--- config.mk ---
export PLATFORM = sky130hd
export DESIGN_NAME = hazardUnit
export DESIGN_NICKNAME = d
export VERILOG_FILES = /design/src/mipsCfg.svh /design/src/mipsPipePkg.sv /design/src/hazardUnit.sv
export SDC_FILE = /design/constraint.sdc
export NUM_CORES = 1
export LEC_CHECK = 0
export BUFFER_PORTS_ARGS = -buffer_cell sky130_fd_sc_hd__clkbuf_2
export CAP_MARGIN = 20
export CELL_PAD_IN_SITES_DETAIL_PLACEMENT = 0
export CELL_PAD_IN_SITES_GLOBAL_PLACEMENT = 1
export CORE_ASPECT_RATIO = 0.5
export CORE_MARGIN = 10
export CORE_UTILIZATION = 26
export DETAILED_ROUTE_END_ITERATION = 8
export MAX_ROUTING_LAYER = met4
export PLACE_DENSITY = 0.76
export SYNTH_ARGS = -nofsm -noshare
export SYNTH_HDL_FRONTEND = slang
export SYNTH_SLANG_ARGS = --single-unit
--- constraint.sdc ---
create_clock -name vclk -period 1.2
set_input_delay 0.06 -clock vclk [all_inputs]
set_output_delay 0.06 -clock vclk [all_outputs]
set_load 0.005 [all_outputs]
--- src/mipsCfg.svh ---
`ifndef MIPS_CFG_SVH
`define MIPS_CFG_SVH

// ~~~~~~~~~~~~~~~~~~~~~~~~~~~~~~
// memory sizes, in word-address bits
// ~~~~~~~~~~~~~~~~~~~~~~~~~~~~~~
`define IMEM_ADDR_BITS 6
`define DMEM_ADDR_BITS 6

`define RESET_PC 32'h0000_0000

`endif

--- src/mipsPipePkg.sv ---
package mipsPipePkg;

    typedef logic [31:0] dataWord;
    typedef logic [4:0]  regIdx;

    typedef enum logic [2:0] {
        aluAdd,
        aluSub,
        aluAnd,
        aluOr,
        aluSlt
    } aluOp;

    // operand source for the execute stage
    typedef enum logic [1:0] {
        fwdNone,
        fwdMem,
        fwdWb
    } fwdSel;

endpackage
--- src/hazardUnit.sv ---
`timescale 1ns/1ps

module hazardUnit (
    input  mipsPipePkg::regIdx  rsD,
    input  mipsPipePkg::regIdx  rtD,
    input  mipsPipePkg::regIdx  rsE,
    input  mipsPipePkg::regIdx  rtE,
    input  mipsPipePkg::regIdx  writeRegE,
    input  mipsPipePkg::regIdx  writeRegM,
    input  mipsPipePkg::regIdx  writeRegW,
    input  logic                regWriteE,
    input  logic                memToRegE,
    input  logic                regWriteM,
    input  logic                memToRegM,
    input  logic                regWriteW,
    input  logic                branchD,
    output logic                stallF,
    output logic                stallD,
    output logic                flushE,
    output logic                forwardAD,
    output logic                forwardBD,
    output mipsPipePkg::fwdSel  forwardAE,
    output mipsPipePkg::fwdSel  forwardBE
);

    logic lwStall, branchStall;

    // memory stage wins over writeback, r0 never forwarded
    function automatic mipsPipePkg::fwdSel fwdFrom(mipsPipePkg::regIdx src);
        if (src != '0 && regWriteM && src == writeRegM) return mipsPipePkg::fwdMem;
        if (src != '0 && regWriteW && src == writeRegW) return mipsPipePkg::fwdWb;
        return mipsPipePkg::fwdNone;
    endfunction

    assign forwardAE = fwdFrom(rsE);
    assign forwardBE = fwdFrom(rtE);

    assign forwardAD = rsD != '0 && regWriteM && rsD == writeRegM;
    assign forwardBD = rtD != '0 && regWriteM && rtD == writeRegM;

    assign lwStall = memToRegE && (rtE == rsD || rtE == rtD);
    assign branchStall = branchD &&
        ((regWriteE && (writeRegE == rsD || writeRegE == rtD)) ||
         (memToRegM && (writeRegM == rsD || writeRegM == rtD))); // load still in memory

    assign stallF = lwStall || branchStall;
    assign stallD = stallF;
    assign flushE = stallF;

endmodule

==> impl_results.md <==
- Sw Share: 0.467
- Net Count, Synth: 133
- I/O Buffers: 50
- Layout clock buffers: 0
- Clock network power share: 0
- Final Net Count: 197
- Gr usage total: 0.0986
- Via count: approximately 850
- Sequential cells: 0
- Design Power: 439 uW
- Antenna violations before repair: 0
- Synth warn: 0
- Sequential fraction of the synthesis area: 0
- Final Cell Area: 1300 sq um
- Setup crit start kind: input pin
- Logic pwr share: 1.000
- Peak supply drop: 138 uV
- Synth cell types: 18
- Outcome: complete, but fails checks
- Achievable frequency: about 700 MHz
- Final hold vios: 0
- Die ar.: 5320 sq um
- DRT antenna net count: 0
- Synthesized cell area: approximately 700 sq um
- Starting density of the core: 0.272
- Internal power: 234 uW
- Detailed-route DRC error count: 0
- Share of cells above drive strength 1: 0.558
- Sw power: 205 uW
- Post-synthesis cell count: between 90 and 100
- Fill cells: about 250
- Max_cap viols: 0
- Placed instance count: 190
- Post-DP HPWL: 2420 um
- CP endpoint kind: output port
- Chip Width: 93.6 um
- Final setup vio count: 3
- Grt total ovfl: 0
- Share of power burned in registers: 0
- Dpl ws: -0.154 ns
- Placed inst area: roughly 1100 sq um
- ANT cells: 0
- Final wirelength: slightly below 3000 um
- Register Area: 0 sq um
- Failing checks: negative setup slack
- Pleak: 0.000570 uW
- RSZ-0062 raised after global routing: true
- Post-Layout Cell Count: 191
- Post-route setup slack: -0.215 ns
- Cell row count: 13
- First-pass GRT wire length: roughly 4400 um
- Critical path arrival: 1.36 ns
- Vias/cell: 4.45
- Crit-path max FO: 2
- Largest net degree at the start of global routing: 6
- Wire per inst: 15.3 um
- IO Pins: 50
- DIE HEIGHT: 56.8 um
- Mean Syn Cell Area: 7.66 sq um
- Cell Pwr Density: 338 nW/um^2
- Max-slew violations: 0
- Max_slew headroom: 0.836
- Final Core Density: 0.502
- Hold WC Path Type: in2out
- Final GP Congestion: 0.851
- Core box area: 2590 sq um
- DRT Pass-1 Iters: 3
- WP data required: 1.14 ns
- Final min period: 1.42 ns
- Crit Path Class: in2out
- Area grow syn2layout: 84.2%
- Least-Margin Pin Slew: ~0.24 ns
- Vias in the first global route: 955
- Final worst-path cycle share: 1.18
- Initial drt markers: 20
## kinds of logic after synthesis
| kind of cell | count (synthesis) | synth area share |
|---|---|---|
| AOI/OAI and AO/OA | 3 | 0.0266 |
| xor gates and xnor gates | 50 | 0.622 |
| buffers and inverters | 7 | 0.0622 |
| and+or+nand+nor | 32 | 0.290 |
## cell usage after synthesis
cell | instances | share of area
a31o_1 | 1 | 0.012
buf_2 | 2 | 0.014
buf_4 | 2 | 0.021
buf_6 | 1 | 0.016
clkbuf_1 | 2 | 0.011
nand2_1 | 3 | 0.016
nand3_1 | 4 | 0.028
nand4_1 | 7 | 0.062
nor2_1 | 3 | 0.016
nor2_4 | 1 | 0.016
nor3_1 | 2 | 0.014
nor4_1 | 6 | 0.053
nor4_2 | 2 | 0.036
o21ai_0 | 2 | 0.014
or4_1 | 3 | 0.032
or4_4 | 1 | 0.016
xnor2_1 | 24 | 0.30
xor2_1 | 26 | 0.32
## per-stage QoR
stage          hold WS (ns)  setup TNS, ns
6_report              0.449         -0.286
5_1_grt               0.477         -0.684
4_1_cts               0.419         -0.254
3_5_place_dp          0.419         -0.319
3_3_place_gp          0.415         -0.242
2_1_floorplan         0.202              0
## placed cells by master (no fill, tap or decap), types with 2 or more instances in the layout
cell type  instances
nand2_1            3
nor4_2             5
nor2_1             2
xor2_1            23
nand3_1            4
buf_6              9
xnor2_2            3
xnor2_1           21
nor2_4             2
xor2_2             3
nor3_1             2
nand4_1            7
clkbuf_2          31
buf_2              8
clkbuf_8           3
o21ai_0            2
or4_4              2
or4_1              2
buf_4             17
nor4_4             2
## final cells by class
| class | count | area, sq um | share of cell area |
|---|---|---|---|
| Multi-Input combinational cell | 85 | 766 | 0.590 |
| Timing Repair Buffer | 69 | 485 | 0.374 |
| Tap cell | 37 | 46.3 | 0.0357 |
## layer usage
metal | vias up | wire length (um) | track usage
met3 | 0 | 58 | 0.00530
met4 | 0 | 0 | 0
li1 | 441 | - | -
met1 | 396 | 1270 | 0.116
met5 | - | 0 | -
met2 | 12 | 1590 | 0.190
## final timing paths
path / startpoint / end / slack [ns] / depth (start not counted)
setup / recovery: rsE[4] / forwardAE[1] / -0.22 / 6
hold / removal: regWriteW / forwardBE[1] / 0.45 / 4
## power by group through the flow
stage          Sequential [uW]  Combinational, uW  Clock [uW]
2_1_floorplan                0                186           0
3_3_place_gp                 0                358           0
3_5_place_dp                 0                365           0
4_1_cts                      0                379           0
5_1_grt                      0                475           0
6_report                     0                439           0
## worst max-delay path, cell delays in order
cell	delay (ns)
buf_6	0.10
or4_4	0.54
nor2_4	0.15
nor4_4	0.05
nor4_2	0.29
buf_2	0.17
## timing repair
item | CTS | global route
setup endpoints to repair | 5 | 7
pin swaps | 1 | 10
gates resized for setup | 6 | 40
buffers inserted | 0 | 1
hold buffers | 0 | 0
(Power assumes the default switching activity.)
