<file path="config.mk">
export PLATFORM = sky130hd
export DESIGN_NAME = executeStage
export DESIGN_NICKNAME = d
export VERILOG_FILES = /design/src/mipsCfg.svh /design/src/mipsPipePkg.sv /design/src/executeStage.sv
export SDC_FILE = /design/constraint.sdc
export NUM_CORES = 1
export LEC_CHECK = 0
export BUFFER_PORTS_ARGS = -buffer_cell sky130_fd_sc_hd__buf_2
export CAP_MARGIN = 25
export CORE_AREA = 8 8 160 162
export DETAILED_ROUTE_END_ITERATION = 12
export DIE_AREA = 0 0 168 170
export PLACE_DENSITY = 0.58
export SYNTH_ARGS = -nofsm -noshare
export SYNTH_HDL_FRONTEND = slang
export SYNTH_SLANG_ARGS = --single-unit
export TNS_END_PERCENT = 10
</file>
<file path="constraint.sdc">
create_clock -name clk -period 8.4 [get_ports clk]
set_input_delay 0.84 -clock clk [delete_from_list [all_inputs] [get_ports clk]]
set_output_delay 0.84 -clock clk [all_outputs]
set_load 0.05 [all_outputs]
</file>
<file path="src/mipsCfg.svh">
`ifndef MIPS_CFG_SVH
`define MIPS_CFG_SVH

// ~~~~~~~~~~~~~~~~~~~~~~~~~~~~~~
// memory sizes, in word-address bits
// ~~~~~~~~~~~~~~~~~~~~~~~~~~~~~~
`define IMEM_ADDR_BITS 6
`define DMEM_ADDR_BITS 6

`define RESET_PC 32'h0000_0000

`endif

</file>
<file path="src/mipsPipePkg.sv">
package mipsPipePkg;

    typedef logic [31:0] dataWord;
    typedef logic [4:0]  regIdx;

    typedef enum logic [2:0] {
        aluAdd,
        aluSub,
        aluAnd,
        aluOr,
        aluSlt
    } aluOp;

    // operand source for the execute stage
    typedef enum logic [1:0] {
        fwdNone,
        fwdMem,
        fwdWb
    } fwdSel;

endpackage
</file>
<file path="src/executeStage.sv">
`timescale 1ns/1ps

module executeStage (
    input  logic                  clk,
    input  logic                  rstN,
    input  logic                  regWriteE,
    input  logic                  memToRegE,
    input  logic                  memWriteE,
    input  logic                  aluSrcE,
    input  logic                  regDstE,
    input  mipsPipePkg::aluOp     aluControlE,
    input  mipsPipePkg::dataWord  rd1E,
    input  mipsPipePkg::dataWord  rd2E,
    input  mipsPipePkg::dataWord  signImmE,
    input  mipsPipePkg::regIdx    rtE,
    input  mipsPipePkg::regIdx    rdE,
    input  mipsPipePkg::fwdSel    forwardAE,
    input  mipsPipePkg::fwdSel    forwardBE,
    input  mipsPipePkg::dataWord  resultW,
    output logic                  regWriteM,
    output logic                  memToRegM,
    output logic                  memWriteM,
    output mipsPipePkg::dataWord  aluOutM,
    output mipsPipePkg::dataWord  writeDataM,
    output mipsPipePkg::regIdx    writeRegM,
    output mipsPipePkg::regIdx    writeRegE
);

    mipsPipePkg::dataWord srcAE, srcBE, writeDataE, aluOutE;

    function automatic mipsPipePkg::dataWord fwdMux(mipsPipePkg::fwdSel sel,
                                                   mipsPipePkg::dataWord regVal);
        case (sel)
            mipsPipePkg::fwdMem: return aluOutM;
            mipsPipePkg::fwdWb:  return resultW;
            default:             return regVal;
        endcase
    endfunction

    assign srcAE      = fwdMux(forwardAE, rd1E);
    assign writeDataE = fwdMux(forwardBE, rd2E); // also the store data
    assign srcBE      = aluSrcE ? signImmE : writeDataE;
    assign writeRegE  = regDstE ? rdE : rtE;

    always_comb begin
        case (aluControlE)
            mipsPipePkg::aluSub: aluOutE = srcAE - srcBE;
            mipsPipePkg::aluAnd: aluOutE = srcAE & srcBE;
            mipsPipePkg::aluOr:  aluOutE = srcAE | srcBE;
            mipsPipePkg::aluSlt: aluOutE = {31'd0, $signed(srcAE) < $signed(srcBE)};
            default:             aluOutE = srcAE + srcBE;
        endcase
    end

    // ~~~~~~~~~~~~~~~~~~~~~~~~~~~~~~
    // EX/MEM register
    // ~~~~~~~~~~~~~~~~~~~~~~~~~~~~~~
    always_ff @(posedge clk) begin
        if (!rstN) {regWriteM, memToRegM, memWriteM} <= '0;
        else       {regWriteM, memToRegM, memWriteM} <= {regWriteE, memToRegE, memWriteE};
    end

    always_ff @(posedge clk) begin
        aluOutM    <= aluOutE;
        writeDataM <= writeDataE;
        writeRegM  <= writeRegE;
    end

endmodule

</file>
==> flow_summary.json <==
{
  "slew_viol_final": 0,
  "clock.fmax_mhz": 189.8,
  "fin_area_um2": 9594,
  "grt_antenna_before_repair": 0,
  "yosysWarnings": 0,
  "grt_max_degree": 42,
  "pre_cts_ws_ps": 2787,
  "htreeDepth": 3,
  "num_antenna_cells": 0,
  "rsz0062_at_grt": "no",
  "drt_wl_total_um": 30780,
  "gr-usage-all-layers": 0.2068,
  "yosysSeqAreaShare": 0.1819,
  "postRouteAntennaNets": 0,
  "slew_headroom": 0.3416,
  "synthCells": 1140,
  "power.share.sequential": 0.220,
  "routedWlPerCell_um": 19.12,
  "hpwl_um": 23400,
  "drt_iter0_drc": 701,
  "utilization": 0.4162,
  "area_delta_synth_final_pct": 21.08,
  "synth_flop_cell": "dfxtp_1",
  "io_pins": 229,
  "cts.sinks": 72,
  "hp-class": "flip-flop to flip-flop",
  "layout_min_cycle_time_ps": 5270,
  "grt_pass1_wl_um": 47490,
  "num_vias": 8889,
  "dr.pass1.iters": 5,
  "syn_nets": 1394,
  "placed_area_um2": 9265,
  "die_w_um": 168,
  "design.core.area_um2": 23050,
  "required_ps": 8650,
  "worstMarginPinSlew_ps": 986.0,
  "vdd_drop_max_v": 0.00009154,
  "fillCellCount": 2468,
  "syn_avg_cell_area_um2": 6.951,
  "layout_common_cells": "buf_2, inv_1, a21oi_1, nand2_1, o21ai_0",
  "arrival_ps": 5520,
  "period_share": 0.6273,
  "synthArstFlopShare": 0,
  "post_cts_resized": 0,
  "tritoncts": "yes",
  "finalHoldViolCount": 0,
  "synth_edf_count": 0,
  "rows": 56,
  "clkTransAtPathRegs_ps": 70,
  "drive_above_1_share": 0.2182,
  "final_common_cell": "buf_2",
  "fin_setup_tns_ps": 0,
  "setup_viol": 0,
  "crit_path_start_kind": "input pin",
  "insertion_delay_ps": 360,
  "cts_buffer_depth": 2,
  "netlist_area_um2": 7924,
  "switching_share": 0.5063,
  "total_power_mw": 2.138,
  "yosys_register_bits": 72,
  "outcome": "finished clean",
  "end_kind": "flip-flop",
  "dp.cells": 1594,
  "ys_types": 76,
  "nets": 1569,
  "crit_path_max_fanout": 19,
  "hold_ws_ps": 623.1,
  "combPwrFrac": 0.568,
  "final_cells": 1610,
  "initial_core_util": 0.3437,
  "finalWorstSetupSlack_ps": 3130,
  "cts_inserted_buffers": 9,
  "maxCapViolations": 0,
  "p_int_mw": 1.056,
  "globalRouteOverflowTotal": 0,
  "gp_congestion": 0.9179,
  "finClkSkew_ps": 6.177,
  "die_area_um2": 28560,
  "die_y_um": 170,
  "pwr-share-clk": 0.211,
  "hold_buffers": 0,
  "io_buffers": 228,
  "vias_per_cell": 5.521,
  "p_sw_mw": 1.083,
  "worstSetupPathType": "input pin to flip-flop",
  "grt_pass1_vias": 8595,
  "power.density_nw_per_um2": 222.9,
  "leakagePower_nw": 4.678,
  "postCtsSetupBuffers": 0,
  "remaining_drc_errors": 0,
  "clk_root_buffer_cell": "clkbuf_16"
}
==> area by class of cell <==
cell class	count	area, um^2	area share
inverters	132	495.5	0.05164
clock inverters	7	103.9	0.01082
clock buffers	9	225.2	0.02347
multi-input cells	863	5749	0.5992
repair buffers	237	1216	0.1268
well taps	290	362.8	0.03782
flip-flops and latches	72	1441	0.1502
==> path summary, 6_finish.rpt <==
kind                start              to  slack [ps]  cells past startpoint
min reg2reg   aluOutM[25]  writeDataM[25]         620                      4
max reg2reg    aluOutM[0]     aluOutM[28]        4360                     16
min           aluOutM[25]  writeDataM[25]         620                      4
max          forwardBE[1]     aluOutM[29]        3130                     18
==> cells in the mapped netlist, types with 3 or more instances <==
library cell | count | area, um^2
o22ai_1 | 9 | 56.30
a211o_1 | 4 | 35.03
o221a_2 | 4 | 45.04
a2111oi_0 | 4 | 35.03
nor4_1 | 4 | 25.02
nand2b_1 | 16 | 100.1
xnor2_1 | 6 | 52.55
a21oi_1 | 117 | 585.6
a21o_1 | 15 | 112.6
o21bai_1 | 10 | 75.07
o31a_1 | 3 | 26.28
a221oi_1 | 10 | 87.58
clkbuf_1 | 64 | 240.2
a211oi_2 | 3 | 37.54
nand2_1 | 115 | 431.7
buf_1 | 4 | 15.01
a221o_1 | 5 | 50.05
nand4_1 | 5 | 31.28
mux2i_1 | 3 | 30.03
a31oi_1 | 3 | 18.77
a22oi_1 | 68 | 510.5
o211a_1 | 3 | 30.03
nor2b_1 | 11 | 68.82
o21ai_0 | 105 | 525.5
nor2_1 | 103 | 386.6
or2_2 | 4 | 25.02
ha_1 | 100 | 1251
and2_1 | 6 | 37.54
mux2_2 | 6 | 67.56
o31ai_1 | 8 | 60.06
buf_2 | 5 | 25.02
nor3_1 | 14 | 70.07
inv_1 | 132 | 495.5
nand3_1 | 10 | 50.05
a211oi_1 | 8 | 60.06
o221ai_1 | 15 | 131.4
o211ai_1 | 14 | 105.1
o21a_1 | 8 | 60.06
dfxtp_1 | 72 | 1441
==> flip-flops by register name, summed over array words and instances (netlist names) <==
register	cells
aluOutM	32
memToRegM	1
memWriteM	1
regWriteM	1
writeDataM	32
writeRegM	5
==> cells by family (layout without fill, tap and decap cells) <==
| family | after synthesis | in the layout | share of synthesized area |
|---|---|---|---|
| adders and majority gates | 102 | 102 | 0.1630 |
| DFF | 72 | 72 | 0.1819 |
| AOI/OAI and AO/OA | 447 | 447 | 0.3720 |
| and+or+nand+nor | 298 | 298 | 0.1652 |
| xor gates and xnor gates | 7 | 7 | 0.007737 |
| buffers and inverters | 205 | 385 | 0.09790 |
| muxes | 9 | 9 | 0.01232 |
==> power groups by stage <==
stage / Combinational [mW] / Clock (mW) / Sequential [mW]
floorplan: 0.622 / 0 / 0.733
global placement: 1.20 / 0 / 0.475
detailed placement: 1.20 / 0 / 0.476
CTS: 1.21 / 0.464 / 0.470
global route: 1.32 / 0.473 / 0.479
finish: 1.22 / 0.452 / 0.471
==> worst max-delay path, stage by stage <==
cell and delay [ps]:
buf_2 110, inv_1 50, ha_1 610, buf_4 400
a22oi_1 110, nor2_1 130, a21oi_1 60, o21ai_0 450
inv_1 190, ha_1 260, o311a_1 370, o22a_1 270
a31o_2 310, a21oi_2 220, o21ai_0 320, a311oi_1 360
o21ai_0 130, a221o_1 330
==> routing by layer <==
layer,up-vias,share of wire,global-route usage
li1,4383,-,-
met1,4169,0.47,0.2777
met2,314,0.44,0.3345
met3,23,0.068,0.04055
met4,0,0.013,0.05241
met5,-,0,0
Power figures use the tool's default switching activity.
